File: src/fifo_pkg.sv
// Shared types for the synchronous FIFO
// Count and thresholds are fixed at 8 bits, so DEPTH must stay at or below 255
package fifo_pkg;

    //////////////////////////////////////////////////
    // Widths
    //////////////////////////////////////////////////

    // Occupancy count and threshold width
    localparam int COUNT_WIDTH = 8;

    //////////////////////////////////////////////////
    // Configuration register map
    //////////////////////////////////////////////////

    // One address bit selects between the two thresholds
    typedef enum logic [0:0] {
        CFG_AF_LEVEL = 1'b0,
        CFG_AE_LEVEL = 1'b1
    } cfg_addr_e;

    // Threshold pair, config block to controller (16 bits)
    typedef struct packed {
        logic [COUNT_WIDTH-1:0] af_level;
        logic [COUNT_WIDTH-1:0] ae_level;
    } fifo_cfg_t;

    //////////////////////////////////////////////////
    // Status
    //////////////////////////////////////////////////

    // Registered flags plus occupancy (12 bits)
    typedef struct packed {
        logic                   full;
        logic                   empty;
        logic                   almost_full;
        logic                   almost_empty;
        logic [COUNT_WIDTH-1:0] count;
    } fifo_status_t;

endpackage
File: src/fifo_top.sv
// Single-clock FIFO top level
// DEPTH may be any value from 2 to 255; data width is free
// One-cycle read latency, no handshake, overflow and underflow are dropped
module fifo_top #(
    parameter int DATA_WIDTH = 32,
    parameter int DEPTH      = 13
) (
    input  logic                             clk,
    input  logic                             reset,
    input  logic                             write,
    input  logic                             read,
    input  logic [DATA_WIDTH-1:0]            data_in,
    input  logic                             cfg_write,
    input  fifo_pkg::cfg_addr_e              cfg_addr,
    input  logic [fifo_pkg::COUNT_WIDTH-1:0] cfg_data,
    output logic [DATA_WIDTH-1:0]            data_out,
    output logic                             valid_out,
    output fifo_pkg::fifo_status_t           status
);

    import fifo_pkg::*;

    localparam int PTR_WIDTH = $clog2(DEPTH);

    //////////////////////////////////////////////////
    // Internal nets
    //////////////////////////////////////////////////

    fifo_cfg_t            cfg;
    logic                 wr_en;
    logic                 rd_en;
    logic [PTR_WIDTH-1:0] wr_ptr;
    logic [PTR_WIDTH-1:0] rd_ptr;

    // Threshold registers
    fifo_cfg_regs #(
        .DEPTH(DEPTH)
    ) u_cfg_regs (
        .clk      (clk),
        .reset    (reset),
        .cfg_write(cfg_write),
        .cfg_addr (cfg_addr),
        .cfg_data (cfg_data),
        .cfg      (cfg)
    );

    // Pointers, count and flags
    fifo_ctrl #(
        .DEPTH(DEPTH)
    ) u_ctrl (
        .clk   (clk),
        .reset (reset),
        .write (write),
        .read  (read),
        .cfg   (cfg),
        .wr_en (wr_en),
        .rd_en (rd_en),
        .wr_ptr(wr_ptr),
        .rd_ptr(rd_ptr),
        .status(status)
    );

    // Storage
    fifo_ram #(
        .DATA_WIDTH(DATA_WIDTH),
        .DEPTH     (DEPTH)
    ) u_ram (
        .clk      (clk),
        .reset    (reset),
        .wr_en    (wr_en),
        .rd_en    (rd_en),
        .wr_ptr   (wr_ptr),
        .rd_ptr   (rd_ptr),
        .data_in  (data_in),
        .data_out (data_out),
        .valid_out(valid_out)
    );

endmodule

File: src/fifo_cfg_regs.sv
// Threshold registers for the almost-full and almost-empty flags
// Written by a one-cycle strobe; new levels take effect from the next edge
// Levels are not range checked, so a level above DEPTH pins its flag
module fifo_cfg_regs #(
    parameter int DEPTH = 13
) (
    input  logic                               clk,
    input  logic                               reset,
    input  logic                               cfg_write,
    input  fifo_pkg::cfg_addr_e                cfg_addr,
    input  logic [fifo_pkg::COUNT_WIDTH-1:0]   cfg_data,
    output fifo_pkg::fifo_cfg_t                cfg
);

    import fifo_pkg::*;

    //////////////////////////////////////////////////
    // Reset levels
    //////////////////////////////////////////////////

    // Almost full two words short of full
    localparam logic [COUNT_WIDTH-1:0] AF_RESET = COUNT_WIDTH'(DEPTH - 2);
    // Almost empty at two words or fewer
    localparam logic [COUNT_WIDTH-1:0] AE_RESET = COUNT_WIDTH'(2);

    //////////////////////////////////////////////////
    // Register write
    //////////////////////////////////////////////////

    always_ff @(posedge clk) begin
        if (reset) begin
            cfg.af_level <= AF_RESET;
            cfg.ae_level <= AE_RESET;
        end else if (cfg_write) begin
            // Address decode, only the selected level moves
            case (cfg_addr)
                CFG_AF_LEVEL: cfg.af_level <= cfg_data;
                CFG_AE_LEVEL: cfg.ae_level <= cfg_data;
            endcase
        end
    end

endmodule

File: src/fifo_ctrl.sv
// Pointer and occupancy control for the FIFO
// Pushes at full and pops at empty are dropped without any stall
// Flags are registered and always agree with the count of the same cycle
module fifo_ctrl #(
    parameter int DEPTH      = 13,
    localparam int PTR_WIDTH = $clog2(DEPTH)
) (
    input  logic                   clk,
    input  logic                   reset,
    input  logic                   write,
    input  logic                   read,
    input  fifo_pkg::fifo_cfg_t    cfg,
    output logic                   wr_en,
    output logic                   rd_en,
    output logic [PTR_WIDTH-1:0]   wr_ptr,
    output logic [PTR_WIDTH-1:0]   rd_ptr,
    output fifo_pkg::fifo_status_t status
);

    import fifo_pkg::*;

    // Last valid index and full level at the working widths
    localparam logic [PTR_WIDTH-1:0]   LAST_PTR   = PTR_WIDTH'(DEPTH - 1);
    localparam logic [COUNT_WIDTH-1:0] FULL_COUNT = COUNT_WIDTH'(DEPTH);

    logic [COUNT_WIDTH-1:0] count_next;

    // Step a pointer, wrapping at DEPTH-1 for non power-of-two depths
    function automatic logic [PTR_WIDTH-1:0] ptr_step(input logic [PTR_WIDTH-1:0] ptr);
        if (ptr == LAST_PTR) begin
            return '0;
        end
        return ptr + 1'b1;
    endfunction

    //////////////////////////////////////////////////
    // Request gating
    //////////////////////////////////////////////////

    // Each request is judged on its own flag only
    assign wr_en = write && !status.full;
    assign rd_en = read && !status.empty;

    // Simultaneous push and pop leaves the count alone
    always_comb begin
        case ({wr_en, rd_en})
            2'b10:   count_next = status.count + 1'b1;
            2'b01:   count_next = status.count - 1'b1;
            default: count_next = status.count;
        endcase
    end

    //////////////////////////////////////////////////
    // Pointers
    //////////////////////////////////////////////////

    always_ff @(posedge clk) begin
        if (reset) begin
            wr_ptr <= '0;
            rd_ptr <= '0;
        end else begin
            if (wr_en) begin
                wr_ptr <= ptr_step(wr_ptr);
            end
            if (rd_en) begin
                rd_ptr <= ptr_step(rd_ptr);
            end
        end
    end

    //////////////////////////////////////////////////
    // Count and flags
    //////////////////////////////////////////////////

    // Flags come from the next count, so they line up with it after the edge
    // Thresholds are sampled as currently held by the config block
    always_ff @(posedge clk) begin
        if (reset) begin
            status.count        <= '0;
            status.full         <= 1'b0;
            status.empty        <= 1'b1;
            status.almost_full  <= 1'b0;
            status.almost_empty <= 1'b1;
        end else begin
            status.count        <= count_next;
            status.full         <= (count_next == FULL_COUNT);
            status.empty        <= (count_next == '0);
            status.almost_full  <= (count_next >= cfg.af_level);
            status.almost_empty <= (count_next <= cfg.ae_level);
        end
    end

    // Occupancy stays within the array
    a_count_range: assert property (@(posedge clk) disable iff (reset)
        status.count <= FULL_COUNT);
    // Registered flags must track the count, checked through the enables
    a_no_push_full: assert property (@(posedge clk) disable iff (reset)
        wr_en |-> (status.count < FULL_COUNT));
    a_no_pop_empty: assert property (@(posedge clk) disable iff (reset)
        rd_en |-> (status.count != '0));

endmodule

File: src/fifo_ram.sv
// FIFO storage, one write port and one registered read port
// Enables come pre-gated by the controller; no full or empty test here
// Read data appears one cycle after rd_en with a single-cycle valid strobe
module fifo_ram #(
    parameter int DATA_WIDTH = 32,
    parameter int DEPTH      = 13,
    localparam int PTR_WIDTH = $clog2(DEPTH)
) (
    input  logic                  clk,
    input  logic                  reset,
    input  logic                  wr_en,
    input  logic                  rd_en,
    input  logic [PTR_WIDTH-1:0]  wr_ptr,
    input  logic [PTR_WIDTH-1:0]  rd_ptr,
    input  logic [DATA_WIDTH-1:0] data_in,
    output logic [DATA_WIDTH-1:0] data_out,
    output logic                  valid_out
);

    // Storage array, contents undefined after reset
    logic [DATA_WIDTH-1:0] mem [DEPTH];

    //////////////////////////////////////////////////
    // Write port
    //////////////////////////////////////////////////

    always_ff @(posedge clk) begin
        if (wr_en) begin
            mem[wr_ptr] <= data_in;
        end
    end

    //////////////////////////////////////////////////
    // Read port
    //////////////////////////////////////////////////

    // data_out holds its last word once the strobe drops
    always_ff @(posedge clk) begin
        if (reset) begin
            data_out  <= '0;
            valid_out <= 1'b0;
        end else begin
            valid_out <= rd_en;
            if (rd_en) begin
                data_out <= mem[rd_ptr];
            end
        end
    end

    // Pointers must land inside the array whenever they are used
    a_wr_ptr_range: assert property (@(posedge clk) disable iff (reset)
        wr_en |-> (int'(wr_ptr) < DEPTH));
    a_rd_ptr_range: assert property (@(posedge clk) disable iff (reset)
        rd_en |-> (int'(rd_ptr) < DEPTH));

endmodule

File: config.mk
export PLATFORM = sky130hd
export DESIGN_NAME = fifo_top
export DESIGN_NICKNAME = d
export VERILOG_FILES = /design/src/fifo_pkg.sv /design/src/fifo_top.sv /design/src/fifo_cfg_regs.sv /design/src/fifo_ctrl.sv /design/src/fifo_ram.sv
export SDC_FILE = /design/constraint.sdc
export NUM_CORES = 1
export LEC_CHECK = 0
export BUFFER_PORTS_ARGS = -buffer_cell sky130_fd_sc_hd__clkbuf_2
export CAP_MARGIN = 15
export CORE_MARGIN = 3
export CORE_UTILIZATION = 55
export DETAILED_ROUTE_END_ITERATION = 8
export PLACE_DENSITY = 0.83
export SYNTH_ARGS = -nofsm -noshare
export SYNTH_HDL_FRONTEND = slang
export SYNTH_HIERARCHICAL = 1
export SYNTH_SLANG_ARGS = --single-unit
File: constraint.sdc
create_clock -name clk -period 8.9 [get_ports clk]
set_input_delay 0.89 -clock clk [delete_from_list [all_inputs] [get_ports clk]]
set_output_delay 0.89 -clock clk [all_outputs]
set_load 0.01 [all_outputs]
# After elaboration in Yosys (flattened, before gate mapping)
# Memory sizes are Yosys's and may differ from the RTL's. A register that Yosys moved wholly into a read port is not among the register bits.
# Index checks and enable logic that the tools add are counted.
# Widths: inputs -> output; s select.
# classes
n_eq_ne,5
n_mux,13
n_reduce_logical,7
add_sub_neg,4
magnitude_cmp,2
bitwise,1
# ops
op,count
$mux 4,4
$pmux 8 s2,1
$add 4x1->4 const B,2
$add 8x1->8 const B,1
$eq 4x4->1 const B,2
$eq 8x4->1 const B,1
$ge 8x8->1,1
$le 8x8->1,1
$logic_not 8->1,1
$mux 1,8
$sub 8x1->8 const B,1
$reduce_and 2->1,2
$eq 2x1->1 const B,1
$eq 2x2->1 const B,1
$logic_and 1x1->1,2
$logic_not 1->1,2
$not 1->1,1
# word_totals
mem_count,1
in_bits,46
elab_cells,43
ram_bits,416
output_inout_bits,45
ff_bits,37
# mem_list
memory,depth,width,read_ports,rd_ports_with_merged_regs,wr,line,rtl
u_ram.mem,13,32,1,1,1,fifo_ram.sv:21,logic [DATA_WIDTH-1:0] mem [DEPTH];

# Longest topological paths before layout
# Gate-level depths: netlist of the first run.
# logic_depth
word_depth,5
mapped_depth,16
mapped_depth_nobuf,16

# By module
# The synthesis of the first run kept the hierarchy.
# modules_own_cells
mod,instances,area_per_inst_um2,seq_area_each_um2,cells_each
fifo_ram,1,17351.6,13152.6,1059
fifo_ctrl,1,1821.7,400.4,228
fifo_cfg_regs,1,713.2,320.3,68

# Least setup slack after synthesis of the first run
# No wires, ideal clock.
# synth_path
path_kind,input -> register
startpoint,input port write
endpoint,memory u_ram.mem[0][0] (enable)
n_path_buf,1
arrival_ns,3.862
cell_stages,5
required_time_ns,8.439
path_slack_ns,4.577
setup_time_ns,0.461
path_cell_list,nand2b_4 > inv_2 > buf_6 > or3b_2 > nor3_1
# synth_between
elab_chain_cells,3
# synth_lines
item,line,rtl
from (decl),fifo_top.sv:10,"input logic write,"
$logic_and 1x1->1,fifo_ctrl.sv:41,assign wr_en = write && !status.full;
via wr_en,fifo_top.sv:30,logic wr_en;
$mux 1,fifo_ram.sv:28,if (wr_en) begin
$mux 1 (not written as such),fifo_ram.sv:29,mem[wr_ptr] <= data_in;
to (decl),fifo_ram.sv:21,
# The timed path passes the listed nets, and every way through them passes these cells.

# Worst setup path in the final report of the first run
# layout_path
startpoint,input port read
endpoint,register u_ctrl/status[8] (netlist name)
# layout_between
elab_chain_cells,4
elab_cells_between_ends,5
cone_classes,order compare (1); eq/ne (2); mux (1); reduce/logical (1)
# layout_lines
item,line,rtl
from (decl),fifo_top.sv:11,"input logic read,"
$logic_and 1x1->1 (*),fifo_ctrl.sv:42,assign rd_en = read && !status.empty;
via rd_en,fifo_top.sv:31,logic rd_en;
$eq 2x1->1 or $eq 2x2->1 (tied branches),fifo_ctrl.sv:46,"case ({wr_en, rd_en})"
$pmux 8 s2 (*),fifo_ctrl.sv:46,
via u_ctrl.count_next[5],fifo_ctrl.sv:26,logic [COUNT_WIDTH-1:0] count_next;
$le 8x8->1 (*),fifo_ctrl.sv:89,status.almost_empty <= (count_next <= cfg.ae_level);
# The timed path passes the listed nets; every way through them passes the cells marked *.
# A chain may end at the register's enable or synchronous reset.

==> results of run 1 <==
## kinds of logic (layout without fill, tap and decap cells)
group | count (synthesis) | count (layout) | synth area share, %
AOI/OAI and AO/OA | 226 | 226 | 8.31
xor gates and xnor gates | 8 | 8 | 0.459
adders and majority gates | 20 | 20 | 1.26
buffers and inverters | 116 | 236 | 2.98
DFF | 485 | 485 | 69.8
muxes | 143 | 143 | 7.61
and+or+nand+nor | 357 | 357 | 9.63
## Yosys cell counts, types with 2 or more instances
library cell    n  area (um^2)
a311oi_1        3         26.3
o21bai_1        2         15.0
nand2b_1       22          138
nor3b_1         2         15.0
buf_1           5         18.8
nand3b_1        6         45.0
a211oi_2        4         50.1
clkbuf_1       27          101
a21oi_1        24          120
nor2_1        130          488
nor2b_1        69          432
o21ai_0         5         25.0
inv_1          26         97.6
o211ai_1       37          278
o31ai_1         2         15.0
nand2_2         2         12.5
or4_1          34          255
a21bo_2         2         20.0
o21ai_1         2         10.0
nand3_1        39          195
a211oi_1       98          736
mux2_2         65          732
nor3_1         11         55.1
xnor2_1         6         52.6
inv_2           2         7.51
nand2_1        20         75.1
o22ai_1        34          213
a31oi_4         2         42.5
mux2i_1        77          771
edfxtp_1      416        12500
nand4_1         5         31.3
nand4b_1        2         17.5
buf_2          31          155
dfxtp_1        69         1380
buf_6           7         78.8
nand2b_4        3         41.3
ha_1           20          250
buf_4          16          120
a21o_1          4         30.0
and2_1          2         12.5
## state kept, by name, indices dropped and copies added (netlist names)
register,count
u_ctrl/rd_ptr,4
u_ram/data_out,32
u_ctrl/status,12
u_ram/mem,416
u_ram/valid_out,1
u_ctrl/wr_ptr,4
u_cfg_regs/cfg,16
## power groups by stage
stage | Sequential (uW) | Combinational [uW] | Clock (uW)
after detailed placement | 2640 | 556 | 0
after floorplan | 2620 | 399 | 0
after global placement | 2640 | 539 | 0
after CTS | 2590 | 562 | 2130
final | 2590 | 562 | 2110
after global routing | 2600 | 618 | 2230
## layer usage
metal / share of wire [%] / up-vias
li1: - / 5369
met1: 39 / 5815
met2: 50 / 513
met3: 7.5 / 122
met4: 3.5 / 2
met5: 0.025 / -
## metrics by stage
| stage | utilization [%] | power [uW] | instances | area [um^2] |
|---|---|---|---|---|
| 2_1_floorplan | - | 3020 | 1355 | 19900 |
| 3_3_place_gp | 58.3 | 3180 | 1845 | 20700 |
| 3_5_place_dp | 58.3 | 3200 | 1845 | 20700 |
| 4_1_cts | 63.0 | 5290 | 1936 | 22400 |
| 5_1_grt | 63.0 | 5450 | 1936 | 22400 |
| 6_report | 63.0 | 5260 | 1936 | 22400 |
## worst reg2reg max path: stages (launching register included)
cell,delay [ns]
dfxtp_1,0.31
nand2b_4,0.22
inv_2,0.09
buf_4,0.68
and3_4,0.35
a211oi_2,0.07
a311oi_1,0.35
xnor2_1,0.23
inv_1,0.12
ha_1,0.32
nand3_1,0.12
a21oi_1,0.05
a211oi_1,0.33
a211oi_1,0.14
o31ai_1,0.23
## final timing paths
| path | endpoint | slack, ns | depth (start not counted) |
|---|---|---|---|
| max | u_ctrl/status[8]$_SDFF_PP1_ | 5.17 | 15 |
| min | u_ram/data_out[15]$_SDFFE_PP0P_ | 0.47 | 2 |
| max reg2reg | u_ctrl/status[8]$_SDFF_PP1_ | 5.20 | 14 |
| min reg2reg | u_ram/data_out[15]$_SDFFE_PP0P_ | 0.47 | 2 |
## area by class of cell
type,instances,area [um^2]
multi-input combinational,754,5510
tap,461,577
clock buffer,58,1330
fill,2501,13200
inverter,28,105
timing repair buffer,117,653
clock inverter,33,349
sequential,485,13900
==> summary.md, run 1 <==
| Metric | Value |
|---|---|
| Status | `complete, no violations` |
| Slew Limit Fails | `0` |
| Layout area overhead | `12.7%` |
| Top achievable clock speed | `268 MHz` |
| Vias in the first global route | `12152` |
| Met2 track demand over resource | `38.6%` |
| CTS Buf Count | `49` |
| Async set-reset flop share out of synthesis | `0%` |
| Commonest non-fill, non-tap cell in the layout | `edfxtp_1` |
| HP Class | `register to register` |
| Avg WL per Cell | `22.6 um` |
| Total grt overflow | `0` |
| Cell family with most CP delay | `compound AO/OA/AOI/OAI gates` |
| Initial antenna violation count | `1` |
| Setup Slack @ Placement | `4.64 ns` |
| Mean Syn Cell Area | `14.7 um^2` |
| Distinct cells, synth | `62` |
| Fin. Hold Viols | `0` |
| CP Class | `input port to register` |
| DRC | `0` |
| P_leak | `0.00755 uW` |
| Largest net degree at the start of global routing | `74` |
| Comb pwr share | `10.7%` |
| Arrival @ worst endpoint | `4.20 ns` |
| WP data required | `9.37 ns` |
| Nets | `1501` |
| GR met1 Demand/Resource | `28.3%` |
| WP buf/inv | `4` |
| DR vias/cell | `6.11` |
| Critical Path Start | `read` |
| Post-DP HPWL | `23700 um` |
| Post-route ant nets | `0` |
| Die X | `196 um` |
| CTS resizes | `0` |
| Grt peak-use layer | `met2` |
| CP Launch Type | `input port` |
| Clock root buffer | `clkbuf_16` |
| Power Density | `235 mW/mm^2` |
| Sequential area share after synthesis | `69.8%` |
| Relative slew slack | `33.6%` |
| Die footprint | `0.0385 mm^2` |
| WL final | `43800 um` |
| Port Buffer Count | `90` |
| First DRT Iteration DRCs | `1054` |
| Clock power frac | `40.0%` |
| Cells after synthesis | `1355` |
| Gr usage total | `22.7%` |
| Num rows | `69` |
| Via count | `11821` |
| Crit-path max cell delay | `0.68 ns` |
| EDFF count, synth | `416` |
| Max Root-Sink Buffers | `3` |
| Core Area | `0.0356 mm^2` |
| Max VDD drop | `0.149 mV` |
| Initial core utilization | `55.9%` |
| Max-cap viol count | `0` |
| RR Startpoint | `u_ctrl/status[10]$_SDFF_PP1_` |
| Routability cong. | `0.789` |
| Worst Setup End Kind | `register` |
| Ys flop type | `edfxtp_1` |
| Slowest CP cell | `buf_4` |
| Setup-failing EPs final | `0` |
| Cell Area, Synth | `0.0199 mm^2` |
| Num ports | `91` |
| Ant. Diodes | `0` |
| Hold_buf cts | `0` |
| YS warnings | `6` |
| Worst-Margin Slew | `0.993 ns` |
| Clock Skew | `0.0108 ns` |
| Cell internal pwr | `4030 uW` |
| Router iterations before antenna repair | `5` |
| Setup Buffers After CTS | `0` |
| Sequential share of power | `49.3%` |
| Die H | `196 um` |
| Min cycle time layout | `3.73 ns` |
| #FFs+latches synth | `485` |
| Cell mode on critical path | `a211oi_1` |
| Commonest non-fill, non-tap cells in the layout | `edfxtp_1, nor2_1, a211oi_1` |
| Global-route wire length before repair | `67800 um` |
| H-Tree Depth | `2` |
| Psw | `1230 uW` |
| TritonCTS Sinks | `485` |
| CTS clk-pin slew, worst paths | `0.06 ns` |
| CP max FO | `72` |
| Final WS setup | `5.17 ns` |
| Hold Path Origin | `u_ram/data_out[15]$_SDFFE_PP0P_` |
| Post-Syn Nets | `1421` |
| Clk_lat worst skew | `0.55 ns` |
| Final worst hold slack | `0.473 ns` |
| Unrepaired setup endpoints after global routing | `false` |
| Worst path cell trace | `clkbuf_2 -> nand2b_4 -> inv_2 -> buf_4 -> and3_4 -> a211oi_2 -> a311oi_1 -> xnor2_1 -> inv_1 -> ha_1 -> nand3_1 -> a21oi_1 -> a211oi_1 -> a211oi_1 -> o31ai_1` |
| Layout cells sized above 1 | `20.3%` |
| Setup TNS Final | `0 ns` |
| CTS tree | `built` |
| Net Sw Frac | `23.4%` |
| Met3 GRT Util | `5.03%` |
| Final period util | `42.0%` |
(Power assumes the default switching activity.)
==> run 2: changes to the inputs <==
--- a/config.mk
+++ b/config.mk
@@ -5,12 +5,13 @@
 export SDC_FILE = /design/constraint.sdc
 export NUM_CORES = 1
 export LEC_CHECK = 0
+export ABC_AREA = 1
 export BUFFER_PORTS_ARGS = -buffer_cell sky130_fd_sc_hd__clkbuf_2
 export CAP_MARGIN = 15
 export CORE_MARGIN = 3
 export CORE_UTILIZATION = 55
 export DETAILED_ROUTE_END_ITERATION = 8
-export PLACE_DENSITY = 0.83
+export PLACE_DENSITY = 0.82
 export SYNTH_ARGS = -nofsm -noshare
 export SYNTH_HDL_FRONTEND = slang
 export SYNTH_HIERARCHICAL = 1
==> constraint.sdc (replaced) <==
create_clock -name clk -period 3.55 [get_ports clk]
set_input_delay 0.355 -clock clk [delete_from_list [all_inputs] [get_ports clk]]
set_output_delay 0.355 -clock clk [all_outputs]
set_load 0.01 [all_outputs]
==> run 2 against run 1 <==
First-iteration DRC count grew 42%. Combinational power increased by 130%. Critical path depth is 7 higher. Via count rose by 26%. Largest cell class unchanged. Final area grew 4.7%. Utilization is 0.62 points higher. Global-route usage grew 2.1 points. Register-to-register slack got worse by 4.8 ns. Total power increased by 150%. Highest routed layer is now met4. Clock skew increased by 0.0083 ns.
==> summary.md, run 2 <==
| Metric | Value |
|---|---|
| Routability cong. | `0.874` |
| Clock Skew | `0.0191 ns` |
| Final period util | `90.1%` |
| Multi-input combinational cell area | `0.00544 mm^2` |
| WHS Path Cells | `3` |
| YS warnings | `6` |
| CTS clk-pin slew, worst paths | `0.06 ns` |
| Slew Limit Fails | `0` |
| TritonCTS Sinks | `485` |
| Relative slew slack | `28.1%` |
| #FFs+latches synth | `485` |
| CTS tree | `built` |
| Layout area overhead | `13.3%` |
| Clock root buffer | `clkbuf_16` |
| Synth top cells by count | `nand2_1, edfxtp_1, nand3_1, inv_1, nor2_1` |
| DR vias/cell | `5.64` |
| Worst path cell trace | `inv_1 -> nand2_4 -> nand2_8 -> xor2_1 -> inv_1 -> ha_1 -> a21oi_1 -> inv_1 -> nand3_1 -> nand3_1 -> o21ai_0 -> ha_1 -> o21a_1 -> o21a_1 -> o21ai_0 -> nand2_1 -> nand2_1 -> nand2_1 -> nand2_1 -> nand2_1 -> nand3_1 -> a21oi_1` |
| CP Class | `register to register` |
| Cell mode on critical path | `nand2_1` |
| Die X | `200 um` |
| Max Root-Sink Buffers | `3` |
| Final worst hold slack | `0.0259 ns` |
| Die H | `200 um` |
| Initial antenna violation count | `1` |
| Yosys top cell area share | `60.3%` |
| Filler instances | `2626` |
| Commonest non-fill, non-tap cell in the layout | `nand2_1` |
| Cell Area, Synth | `0.0207 mm^2` |
| Most common cell in the synthesized netlist | `nand2_1` |
| WP data required | `3.98 ns` |
| Num ports | `91` |
| Initial core utilization | `56.1%` |
| Layout cells sized above 1 | `11.6%` |
| Total grt overflow | `0` |
| Commonest non-fill, non-tap cells in the layout | `nand2_1, edfxtp_1, nand3_1` |
| Slowest CP cell | `dfxtp_1` |
| Post-Syn Nets | `2097` |
| WHS Endpoint | `u_cfg_regs/cfg[1]$_SDFFE_PP1P_` |
| First DRT Iteration DRCs | `1496` |
| Global-route wire length before repair | `76800 um` |
| EDFF count, synth | `416` |
| HP Class | `input port to register` |
| Via count | `14940` |
| Die footprint | `0.0400 mm^2` |
| Top achievable clock speed | `313 MHz` |
| Post-route ant nets | `0` |
| Reg2reg end | `u_ctrl/status[9]$_SDFF_PP0_` |
| FF-to-FF path depth | `22` |
| Post-DP HPWL | `26800 um` |
| Setup-failing EPs final | `0` |
| RR Startpoint | `u_ctrl/status[11]$_SDFF_PP0_` |
| Clk_lat worst skew | `0.58 ns` |
| Largest net degree at the start of global routing | `197` |
| CTS Buf Count | `49` |
| Mean Syn Cell Area | `10.2 um^2` |
| Ys flop type | `edfxtp_1` |
| WL final | `50100 um` |
| Arrival @ worst endpoint | `3.63 ns` |
| Nets | `2172` |
| H-Tree Depth | `2` |
| R2R setup slack | `0.35 ns` |
| Largest regs | `u_ram/mem: 416 flops, u_ram/data_out: 32 flops, u_cfg_regs/cfg: 16 flops` |
| Cell family with most CP delay | `compound AO/OA/AOI/OAI gates` |
| WP buf/inv | `3` |
| Power Density | `554 mW/mm^2` |
| Fin. Hold Viols | `0` |
| Avg WL per Cell | `18.9 um` |
| Largest area contributor in the netlist | `edfxtp_1` |
| P_leak | `0.00991 uW` |
| Setup Buffers After CTS | `0` |
| Num rows | `70` |
| Distinct cells, synth | `32` |
| Hold Path Origin | `cfg_data[1]` |
| DRC | `0` |
| Crit-path max cell delay | `0.39 ns` |
| Vias in the first global route | `14820` |
| Setup TNS Final | `0 ns` |
| Critical Path Start | `u_ctrl/status[11]$_SDFF_PP0_` |
| Worst-Margin Slew | `1.08 ns` |
| Register area | `0.0139 mm^2` |
| Core Area | `0.0369 mm^2` |
| Router iterations before antenna repair | `5` |
| Hold_buf cts | `0` |
| Sequential area share after synthesis | `67.0%` |
| Async set-reset flop share out of synthesis | `0%` |
| Port Buffer Count | `90` |
| Max-cap viol count | `0` |
| Unrepaired setup endpoints after global routing | `false` |
| CP Launch Type | `register` |
| Worst Setup End Kind | `register` |
| Largest register FFs | `416` |
| Min cycle time layout | `3.20 ns` |
| Final WS setup | `0.352 ns` |
| Status | `complete, no violations` |
| Synth area leaders | `edfxtp_1, nand2_1, nand3_1, dfxtp_1, inv_1` |
| CP max FO | `8` |
| Largest Register | `u_ram/mem` |
| Setup Slack @ Placement | `0.349 ns` |
| Max VDD drop | `0.363 mV` |
| Gr usage total | `24.7%` |
| CTS resizes | `0` |
| Cells after synthesis | `2031` |
-- run 2: cell count changes after synthesis, moves of 24 or more --
cell      previous run  this run
nor2b_1             69         0
o211ai_1            37         1
nand3_1             39       289
a211oi_1            98         0
inv_1               26       258
a21oi_1             24        72
nand2_1             20       584
o21ai_0              5        47
mux2_2              65         0
mux2i_1             77         0
buf_2               31        55
or4_1               34         0
o22ai_1             34         0
-- run 2: tightest hold or removal path: stages --
cell,delay [ns]
clkbuf_2,0.09
nand2_1,0.05
nand3_1,0.06
-- run 2: metrics by stage --
step	std cells	area [um^2]	total power, uW	utilization [%]
2_1_floorplan	2031	20700	7370	-
4_1_cts	2650	23500	13100	63.6
6_report	2651	23500	13000	63.6
3_5_place_dp	2559	21800	7810	59.1
3_3_place_gp	2559	21800	7750	59.1
5_1_grt	2651	23500	13400	63.6
-- run 2: cells by family after synthesis --
family	count (synthesis)	synth area share, %
adder cells (fa/ha/maj)	20	1.21
XOR/XNOR	11	0.465
buffers and inverters	364	7.17
AND/OR/NAND/NOR	1019	20.8
flip-flops	485	67.0
AO/OA/AOI/OAI	132	3.38
-- run 2: how the worst max path moves through the flow --
stage	end	slack (ns)	cells past startpoint
after floorplan	u_ram/mem[12][0]$_DFFE_PP_	0.20	4
final	u_ctrl/status[9]$_SDFF_PP0_	0.35	22
after CTS	u_ctrl/status[9]$_SDFF_PP0_	0.37	22
after detailed placement	u_ctrl/status[9]$_SDFF_PP0_	0.35	17
after global routing	u_ctrl/status[9]$_SDFF_PP0_	0.02	22
after global placement	u_ctrl/status[9]$_SDFF_PP0_	0.44	17
-- run 2: metal layers --
| metal | GRT usage (%) | wire (um) | vias to the layer above |
|---|---|---|---|
| li1 | - | - | 6843 |
| met1 | 31.8 | 18700 | 7077 |
| met2 | 41.2 | 24200 | 853 |
| met3 | 4.55 | 5130 | 167 |
| met4 | 11.3 | 1980 | 0 |
| met5 | 0 | 0 | - |
-- run 2: power breakdown --
| group | total [uW] | internal [uW] | switching [uW] |
|---|---|---|---|
| clock | 5270 | 3070 | 2200 |
| sequential | 6430 | 6320 | 103 |
| combinational | 1300 | 402 | 899 |
| total | 13000 | 9800 | 3200 |
-- run 2: layout make-up --
| class | instances | share of cell area (%) |
|---|---|---|
| Antenna cell | 1 | 0.0107 |
| Clock buffer | 58 | 5.67 |
| Clock inverter | 33 | 1.49 |
| Inverter | 268 | 4.30 |
| Multi-Input combinational cell | 1182 | 23.2 |
| Sequential cell | 485 | 59.2 |
| Tap cell | 504 | 2.69 |
| Timing Repair Buffer | 120 | 3.47 |
